<file path="config.mk">
export PLATFORM = sky130hd
export DESIGN_NAME = mult_fill_ctrl_flat
export DESIGN_NICKNAME = d
export VERILOG_FILES = /design/src/rtl/mult_pkg.sv /design/src/rtl/mem_req_if.sv /design/src/rtl/mult_fill_ctrl.sv /design/src/flat_wrapper.sv
export SDC_FILE = /design/constraint.sdc
export NUM_CORES = 1
export LEC_CHECK = 0
export ABC_AREA = 0
export ABC_CLOCK_PERIOD_IN_PS = 7700
export BUFFER_PORTS_ARGS = -buffer_cell sky130_fd_sc_hd__buf_4
export CORE_AREA = 5 5 157 159
export DETAILED_ROUTE_END_ITERATION = 6
export DIE_AREA = 0 0 162 164
export PLACE_DENSITY = 0.69
export SYNTH_ARGS = -nofsm -noshare
export SYNTH_HDL_FRONTEND = slang
export SYNTH_SLANG_ARGS = --single-unit
</file>
<file path="constraint.sdc">
create_clock -name clk -period 7.7 [get_ports clk]
set_clock_uncertainty 0.1 [all_clocks]
set_input_delay 1.925 -clock clk [delete_from_list [all_inputs] [get_ports clk]]
set_output_delay 1.925 -clock clk [all_outputs]
set_load 0.02 [all_outputs]
</file>
<file path="src/rtl/mult_pkg.sv">
`default_nettype none

package mult_pkg;

    // operand width of each multiply lane
    localparam int OPND_W = 16;

    // full unsigned product, also the memory word
    localparam int PROD_W = 32;

    // two lanes, each owns one half of the product memory
    localparam int NUM_LANES = 2;

    // lanes first, host port last
    localparam int NUM_REQ = NUM_LANES + 1;
    localparam int APB_REQ = NUM_LANES;

    // lane sequencing
    // write collects products, full waits for a block read
    typedef enum logic [1:0] {
        fill_idle  = 2'd0,
        fill_write = 2'd1,
        fill_full  = 2'd2,
        fill_read  = 2'd3
    } fill_state_t;

endpackage

`default_nettype wire

</file>
<file path="src/rtl/mem_req_if.sv">
`timescale 1ns/100ps
`default_nettype none

interface mem_req_if #(
    parameter int LOGDEPTH = 6
);
    import mult_pkg::*;

    // request, held until gnt is seen at an edge
    logic              req;
    logic              we;
    // lanes leave the msb to the arbiter, host drives it
    logic [LOGDEPTH:0] addr;
    logic [PROD_W-1:0] wdata;

    // combinational grant from the arbiter
    logic              gnt;
    // read data, one cycle after the grant
    logic [PROD_W-1:0] rdata;
    logic              rvalid;

    modport requester (
        output req,
        output we,
        output addr,
        output wdata,
        input  gnt,
        input  rdata,
        input  rvalid
    );

    modport arbiter (
        input  req,
        input  we,
        input  addr,
        input  wdata,
        output gnt,
        output rdata,
        output rvalid
    );

endinterface

`default_nettype wire

</file>
<file path="src/rtl/mult_fill_ctrl.sv">
`timescale 1ns/100ps
`default_nettype none

module mult_fill_ctrl #(
    parameter int LOGDEPTH = 6
) (
    input  wire                          clk,
    input  wire                          rst,
    input  wire                          en_mult,
    input  wire  [mult_pkg::OPND_W-1:0]  mult_in_a,
    input  wire  [mult_pkg::OPND_W-1:0]  mult_in_b,
    input  wire                          en_block_read,
    output logic                         rdy_mult,
    output logic                         mem_val_valid,
    output logic [mult_pkg::PROD_W-1:0]  mem_val_data,
    mem_req_if.requester                 mem
);
    import mult_pkg::*;

    fill_state_t         state;
    logic [LOGDEPTH-1:0] wr_idx;
    logic [LOGDEPTH-1:0] rd_idx;
    logic [OPND_W-1:0]   opnd_a;
    logic [OPND_W-1:0]   opnd_b;
    logic [PROD_W-1:0]   product;
    // operands captured, product lands next edge
    logic                mul_pend;
    logic                req_q;
    logic                we_q;
    // last read granted, waiting for its data
    logic                rd_done;
    logic                accept;
    logic                granted;

    assign accept  = rdy_mult && en_mult;
    assign granted = req_q && mem.gnt;

    // operand stage then product stage, no reset on payload
    always_ff @(posedge clk) begin
        if (accept) begin
            opnd_a <= mult_in_a;
            opnd_b <= mult_in_b;
        end
        if (mul_pend) begin
            product <= opnd_a * opnd_b;
        end
    end

    always_ff @(posedge clk) begin
        if (rst) begin
            state    <= fill_idle;
            wr_idx   <= '0;
            rd_idx   <= '0;
            rdy_mult <= 1'b0;
            mul_pend <= 1'b0;
            req_q    <= 1'b0;
            we_q     <= 1'b0;
            rd_done  <= 1'b0;
        end else begin
            case (state)
                fill_idle: begin
                    // also the first cycle out of reset
                    if (accept) begin
                        rdy_mult <= 1'b0;
                        mul_pend <= 1'b1;
                        state    <= fill_write;
                    end else begin
                        rdy_mult <= 1'b1;
                    end
                end
                fill_write: begin
                    if (accept) begin
                        rdy_mult <= 1'b0;
                        mul_pend <= 1'b1;
                    end
                    // product registered here, write request goes out
                    if (mul_pend) begin
                        mul_pend <= 1'b0;
                        req_q    <= 1'b1;
                        we_q     <= 1'b1;
                    end
                    if (granted) begin
                        req_q <= 1'b0;
                        if (wr_idx == '1) begin
                            wr_idx <= '0;
                            state  <= fill_full;
                        end else begin
                            wr_idx   <= wr_idx + 1'b1;
                            rdy_mult <= 1'b1;
                        end
                    end
                end
                fill_full: begin
                    // half is full, en_mult has no effect here
                    if (en_block_read) begin
                        rd_idx <= '0;
                        req_q  <= 1'b1;
                        we_q   <= 1'b0;
                        state  <= fill_read;
                    end
                end
                fill_read: begin
                    // next index is requested right after each grant
                    if (granted) begin
                        if (rd_idx == '1) begin
                            req_q   <= 1'b0;
                            rd_done <= 1'b1;
                        end else begin
                            rd_idx <= rd_idx + 1'b1;
                        end
                    end
                    if (rd_done && mem.rvalid) begin
                        rd_done  <= 1'b0;
                        rdy_mult <= 1'b1;
                        state    <= fill_idle;
                    end
                end
                default: state <= fill_idle;
            endcase
        end
    end

    assign mem.req   = req_q;
    assign mem.we    = we_q;
    // msb is replaced by the lane index in the arbiter
    assign mem.addr  = {1'b0, ((state == fill_read) ? rd_idx : wr_idx)};
    assign mem.wdata = product;

    // responses only come back for this lane's reads
    assign mem_val_valid = mem.rvalid;
    assign mem_val_data  = mem.rdata;

    // idle lane has no write pending and no read stream running
    a_no_req_in_idle: assert property (
        @(posedge clk) disable iff (rst) (state == fill_idle) |-> !mem.req
    );

    // ready only once the previous product is in memory
    a_rdy_excl_req: assert property (
        @(posedge clk) disable iff (rst) !(rdy_mult && mem.req)
    );

endmodule

`default_nettype wire

</file>
<file path="src/flat_wrapper.sv">
// flat-port wrapper written by rule: the top's interface ports become plain ports
module mult_fill_ctrl_flat import mult_pkg::*;
#(
    parameter int LOGDEPTH = 6
)
  (clk, rst, en_mult, mult_in_a, mult_in_b, en_block_read, rdy_mult, mem_val_valid, mem_val_data, mem_req, mem_we, mem_addr, mem_wdata, mem_gnt, mem_rdata, mem_rvalid);
  mem_req_if #(.LOGDEPTH(LOGDEPTH)) mem_i ();
  input  wire clk;
  input  wire rst;
  input  wire en_mult;
  input  wire  [mult_pkg::OPND_W-1:0] mult_in_a;
  input  wire  [mult_pkg::OPND_W-1:0] mult_in_b;
  input  wire en_block_read;
  output logic rdy_mult;
  output logic mem_val_valid;
  output logic [mult_pkg::PROD_W-1:0] mem_val_data;
  output wire logic [$bits(mem_i.req)-1:0] mem_req;
  output wire logic [$bits(mem_i.we)-1:0] mem_we;
  output wire logic [$bits(mem_i.addr)-1:0] mem_addr;
  output wire logic [$bits(mem_i.wdata)-1:0] mem_wdata;
  input wire logic [$bits(mem_i.gnt)-1:0] mem_gnt;
  input wire logic [$bits(mem_i.rdata)-1:0] mem_rdata;
  input wire logic [$bits(mem_i.rvalid)-1:0] mem_rvalid;
  assign mem_req = mem_i.req;
  assign mem_we = mem_i.we;
  assign mem_addr = mem_i.addr;
  assign mem_wdata = mem_i.wdata;
  assign mem_i.gnt = mem_gnt;
  assign mem_i.rdata = mem_rdata;
  assign mem_i.rvalid = mem_rvalid;
  mult_fill_ctrl #(.LOGDEPTH(LOGDEPTH)) u_core (.clk(clk), .rst(rst), .en_mult(en_mult), .mult_in_a(mult_in_a), .mult_in_b(mult_in_b), .en_block_read(en_block_read), .rdy_mult(rdy_mult), .mem_val_valid(mem_val_valid), .mem_val_data(mem_val_data), .mem(mem_i));
endmodule
</file>
After elaboration in Yosys (flattened, before gate mapping)
Index checks and enable logic that the tools add are counted.
Operators by class
  mux-type cells: 33
  equal/unequal tests: 15
  reduce and logical (&&, ||, !) cells: 19
  multipliers: 1
  add/sub/neg operators: 2
Operator list (count)
  $mul A16 B16 Y32: 1
  $mux W6: 5
  $mux W1: 17
  $ne A2 B1 Y1 const B: 7
  $add A6 B1 Y6 const B: 2
  $eq A6 B6 Y1 const B: 2
  $pmux W6 S2: 1
  $mux W2: 5
  $reduce_and A5 Y1: 2
  $reduce_bool A2 Y1: 5
  $pmux W2 S4: 1
  $pmux W1 S3: 2
  $reduce_and A2 Y1: 3
  $reduce_and A3 Y1: 2
  $reduce_bool A3 Y1: 2
  $eq A2 B2 Y1 const B: 2
  $ne A2 B2 Y1 const B: 2
  $pmux W1 S2: 2
  $reduce_and A4 Y1: 1
  $logic_and A1 B1 Y1: 3
  $ne A3 B1 Y1 const B: 1
  $eq A2 B1 Y1 const B: 1
  $logic_not A2 Y1: 1
Storage, ports and cells
  logic and storage cells: 81
  output and inout port bits: 75
  flip-flop bits (word level): 83

Depth between registers and ports, before layout
  depth after elaboration: 5
  depth in mapped cells: 22
  gate-level depth less buffers: 20

Worst setup path before layout
OpenSTA, ideal clock, no wires.
  path kind: register -> register
  start: register u_core.opnd_b[7]
  end: register u_core.product[30] (netlist: u_core.mem.wdata[30]), data pin
  arrival: 5.374 ns
  path buffers: 2
  setup time: 0.273 ns
  slack: 1.953 ns
  required time: 7.327 ns
  cell stages (with the launch flop): 22
  path through: edfxtp_1 > clkbuf_1 > nand2_1 > fa_1 > inv_1 > fa_1 > inv_1 > fa_1 > inv_1 > fa_1 > fa_1 > inv_1 > fa_1 > inv_1 > ha_1 > buf_2 > a21oi_1 > o21bai_1 > a211oi_1 > o31ai_2 > a2111oi_0 > a311oi_1
On the way
  longest elaborated chain between the ends: 1
Ends and longest elaborated chain
  from (decl): RTL line mult_fill_ctrl.sv:24  | logic [OPND_W-1:0] opnd_b;
  from (signal assigned): RTL line mult_fill_ctrl.sv:42  | opnd_b <= mult_in_b;
  $mul A16 B16 Y32: RTL line mult_fill_ctrl.sv:45  | product <= opnd_a * opnd_b;
  to (signal assigned): RTL line mult_fill_ctrl.sv:45
  to (decl): RTL line mult_fill_ctrl.sv:25  | logic [PROD_W-1:0] product;
Every way passes these cells.
A chain may end at the register's enable or synchronous reset.

Worst setup path after layout
  start: register u_core.opnd_a[10]
  end: register u_core.product[30] (netlist: u_core.mem.wdata[30]), data pin
On the way
  longest elaborated chain between the ends: 1
Ends and longest elaborated chain
  from (decl): RTL line mult_fill_ctrl.sv:23  | logic [OPND_W-1:0] opnd_a;
  from (signal assigned): RTL line mult_fill_ctrl.sv:41  | opnd_a <= mult_in_a;
  $mul A16 B16 Y32: RTL line mult_fill_ctrl.sv:45
Every way passes these cells.

==> impl_summary.log <==
[metrics] post-DR vias/cell: 5.43
[metrics] setup fix buffers added after clock tree synthesis: 0
[metrics] CP Capture Type: register
[metrics] maximum number of pins on one net before global-route repair: 37
[metrics] post-synthesis simple-gate area fraction: 15.2%
[metrics] #FFs+latches synth: 83
[metrics] TritonCTS clock tree: done
[metrics] Worst-Margin Slew: 0.759 ns
[metrics] Net Count, Synth: 1605
[metrics] Area growth, synth to finish: 7.20%
[metrics] launching element of the worst setup path: u_core.opnd_a[10]$_DFFE_PP_
[metrics] final global-route overflow total: 0
[metrics] Compound-Gate Fraction of Synth Area: 6.00%
[metrics] Crit path arrival time: 6.41 ns
[metrics] Yosys top cell by area: sky130_fd_sc_hd__fa_1
[metrics] dominant combinational cell family by area after synthesis: adder cells
[metrics] crit share post-route: 83.3%
[metrics] Num Clock Sinks: 83
[metrics] critical path peak fanout: 16
[metrics] YS warnings: 0
[metrics] multiplexer area fraction after synthesis: 1.02%
[metrics] PnR worst setup slack: 1.28 ns
[metrics] cell area after technology mapping: 0.0118 mm^2
[metrics] post-route minimum period: 6.42 ns
[metrics] Peak Freq: 156 MHz
[metrics] final antenna diode count: 0
[metrics] Detail Route Antenna Nets: 0
[metrics] number of synthesized flops with an enable pin: 64
[metrics] number of remaining DRC errors: 0
[metrics] share of cells above drive strength 1: 9.37%
[metrics] number of global-route vias before repair: 8997
[metrics] Worst Hold Slack: 0.385 ns
[metrics] net count reported at finish: 1619
[metrics] HPWL reported at the end of detailed placement: 21.0 mm
[metrics] Final Routed Wirelength: 26.6 mm
[metrics] core outline area: 0.0231 mm^2
[metrics] unrepaired setup endpoints after global routing: no
[metrics] slew margin rel.: 49.4%
[metrics] total routing usage reported by global routing: 21.0%
[metrics] Syn Area/Cell: 9.60 um^2
[metrics] endpoint of the most critical setup path: u_core.mem.wdata[30]$_DFFE_PP_
[metrics] proportion of netlist area held by the largest area contributor: 32.9%
[metrics] number of optimization iterations in the first detailed-route pass: 5
[metrics] Syn Inst Count: 1230
[metrics] proportion of synthesized chip area in sequential cells: 19.5%
[metrics] result of the run: finished clean
[metrics] number of antenna violations at the first check in global routing: 0
[metrics] CTS-repair resized insts: 0
[metrics] final estimated routing congestion in global placement: 0.900
[metrics] number of levels the H-tree was split into: 3
[metrics] root cell of the clock tree: sky130_fd_sc_hd__clkbuf_16
[metrics] top cells by area, synth: sky130_fd_sc_hd__fa_1 (33%), sky130_fd_sc_hd__edfxtp_1 (16%), sky130_fd_sc_hd__ha_1 (12%)
[metrics] Worst setup SP type: register
[metrics] top library cells by usage in the layout, fill and taps aside: sky130_fd_sc_hd__inv_1 (236), sky130_fd_sc_hd__fa_1 (194), sky130_fd_sc_hd__nand2_1 (173), sky130_fd_sc_hd__and2_1 (118), sky130_fd_sc_hd__ha_1 (111)
[metrics] number of slew-limit violations in the final report: 0
[metrics] effective utilization at floorplan: 51.1%
[metrics] required time at the endpoint of the critical path: 7.69 ns
[metrics] Top-Level Pins: 145
[metrics] parity-gate share of the synthesized area counting xor and xnor cells: 2.45%
[metrics] number of placement rows: 56
[metrics] post-synthesis share of cell area spent on full adders, half adders and majority gates: 44.6%
[metrics] end of the worst register-to-register path: u_core.mem.wdata[30]$_DFFE_PP_
[metrics] worst hold path class: reg -> reg
[metrics] Final TNS setup: 0 ns
[metrics] Initial DRC Count: 495
[metrics] Worst Reg-to-Reg Cells: 17
[metrics] source-to-sink clock delay at the later pin of the worst-skew pair: 0.35 ns
[metrics] DP Worst Slack: 1.41 ns
[metrics] post-layout util: 54.8%
[metrics] max-cap violations: 0
[metrics] number of hold violations in the final report: 0
[metrics] predominant post-synthesis flop cell: sky130_fd_sc_hd__edfxtp_1
[metrics] # port buffers: 79
[metrics] clk slew on worst S/H paths: 0.07 ns
[metrics] Worst R2R Setup Slack: 1.28 ns
[metrics] die width: 162 um
[metrics] count of endpoints failing setup in the final report: 0
[metrics] post-DR wirelength/cell: 17.3 um
[metrics] largest buffer count on any clock path: 2
[metrics] count of cell types in the netlist: 48
[metrics] Die Outline Area: 0.0266 mm^2
[metrics] leading cell type in the layout, fill and taps excluded: sky130_fd_sc_hd__inv_1
[metrics] total number of vias: 8356
[metrics] number of buffers inserted during clock tree synthesis: 9
[metrics] count of hold-fix buffers inserted at cts: 0
[metrics] worst flop-to-flop path startpoint: u_core.opnd_a[10]$_DFFE_PP_
[metrics] first-pass GRT wire length: 44.3 mm
[metrics] start-to-end type of the worst setup path: reg -> reg
[metrics] share of flip-flops with an asynchronous set or reset: 0%
[metrics] chip height: 164 um
==> logic make-up after synthesis <==
logic type	count (synthesis)
muxes	11
buffers and inverters	315
AOI/OAI and AO/OA	107
DFF	83
xor gates and xnor gates	33
other	1
adders and majority gates	305
and+or+nand+nor	375
==> state kept, by name, summed over array words and instances (netlist names), 2 cells and up <==
| signal | flops |
|---|---|
| u_core.opnd_a | 16 |
| u_core.opnd_b | 16 |
| u_core.rd_idx | 6 |
| u_core.state | 2 |
| u_core.wr_idx | 6 |
| u_core.mem.wdata | 32 |
==> routing by layer <==
layer	share of wire, %	GRT usage (%)	up-vias
li1	-	-	3800
met1	40	25.9	4221
met2	51	36.4	256
met3	4.6	3.29	79
met4	4.6	10.2	0
met5	0	0	-
==> area by class of cell <==
class                   instances  area [um^2]
flip-flops and latches         83         2300
clock inverters                 7         80.1
clock buffers                   9          225
inverters                     236          886
well taps                     290          363
repair buffers                 82          616
fillers                      2103        10500
multi-input cells             832         8190
==> critical path, cell delays in order (launching register included) <==
cell,delay (ns)
sky130_fd_sc_hd__edfxtp_1,0.84
sky130_fd_sc_hd__nand2_1,0.21
sky130_fd_sc_hd__fa_1,0.56
sky130_fd_sc_hd__fa_1,0.58
sky130_fd_sc_hd__fa_1,0.45
sky130_fd_sc_hd__fa_1,0.54
sky130_fd_sc_hd__inv_1,0.05
sky130_fd_sc_hd__fa_1,0.47
sky130_fd_sc_hd__inv_1,0.05
sky130_fd_sc_hd__fa_1,0.47
sky130_fd_sc_hd__inv_1,0.04
sky130_fd_sc_hd__ha_1,0.33
sky130_fd_sc_hd__a21oi_1,0.16
sky130_fd_sc_hd__o21ai_0,0.09
sky130_fd_sc_hd__a21oi_1,0.48
sky130_fd_sc_hd__o31ai_2,0.22
sky130_fd_sc_hd__a2111oi_0,0.43
sky130_fd_sc_hd__a311oi_1,0.08
==> stage by stage <==
step,cell area (um^2),cells
floorplan,11800,1230
global placement,12400,1523
detailed placement,12400,1523
CTS,12700,1539
global route,12700,1539
finish,12700,1539
==> synth_stat cells (2+ instances only) <==
library cell / instances
sky130_fd_sc_hd__o21bai_1: 4
sky130_fd_sc_hd__edfxtp_1: 64
sky130_fd_sc_hd__nand2_1: 173
sky130_fd_sc_hd__xnor2_1: 17
sky130_fd_sc_hd__clkbuf_1: 38
sky130_fd_sc_hd__inv_1: 236
sky130_fd_sc_hd__fa_1: 194
sky130_fd_sc_hd__o31ai_2: 2
sky130_fd_sc_hd__buf_4: 34
sky130_fd_sc_hd__a211oi_1: 6
sky130_fd_sc_hd__mux2_2: 8
sky130_fd_sc_hd__o211ai_1: 2
sky130_fd_sc_hd__o21ai_1: 2
sky130_fd_sc_hd__ha_1: 111
sky130_fd_sc_hd__o21ai_0: 16
sky130_fd_sc_hd__dfxtp_1: 19
sky130_fd_sc_hd__nor2_1: 44
sky130_fd_sc_hd__nand4_1: 13
sky130_fd_sc_hd__and3_1: 3
sky130_fd_sc_hd__buf_2: 6
sky130_fd_sc_hd__and2_1: 118
sky130_fd_sc_hd__a21o_1: 15
sky130_fd_sc_hd__o21a_1: 2
sky130_fd_sc_hd__nand3_1: 11
sky130_fd_sc_hd__a21oi_1: 39
sky130_fd_sc_hd__xor2_1: 16
sky130_fd_sc_hd__nand2b_1: 2
sky130_fd_sc_hd__a31oi_1: 3
sky130_fd_sc_hd__nor3_1: 4
sky130_fd_sc_hd__a311oi_1: 8
sky130_fd_sc_hd__mux2i_1: 3
==> worst min path at each step <==
stage          slack [ns]  depth (start not counted)                          end                   startpoint
5_1_grt              0.40                          1  u_core.rd_done$_SDFFE_PP0P_  u_core.rd_done$_SDFFE_PP0P_
2_1_floorplan        0.35                          1  u_core.rd_done$_SDFFE_PP0P_  u_core.rd_done$_SDFFE_PP0P_
3_3_place_gp         0.36                          1  u_core.rd_done$_SDFFE_PP0P_  u_core.rd_done$_SDFFE_PP0P_
3_5_place_dp         0.37                          1  u_core.rd_done$_SDFFE_PP0P_  u_core.rd_done$_SDFFE_PP0P_
6_report             0.38                          1  u_core.rd_done$_SDFFE_PP0P_  u_core.rd_done$_SDFFE_PP0P_
4_1_cts              0.38                          1  u_core.rd_done$_SDFFE_PP0P_  u_core.rd_done$_SDFFE_PP0P_
Power is left out: the tool's default activity adds up to more than one toggle a clock period on the data nets, which glitch-free logic cannot reach.
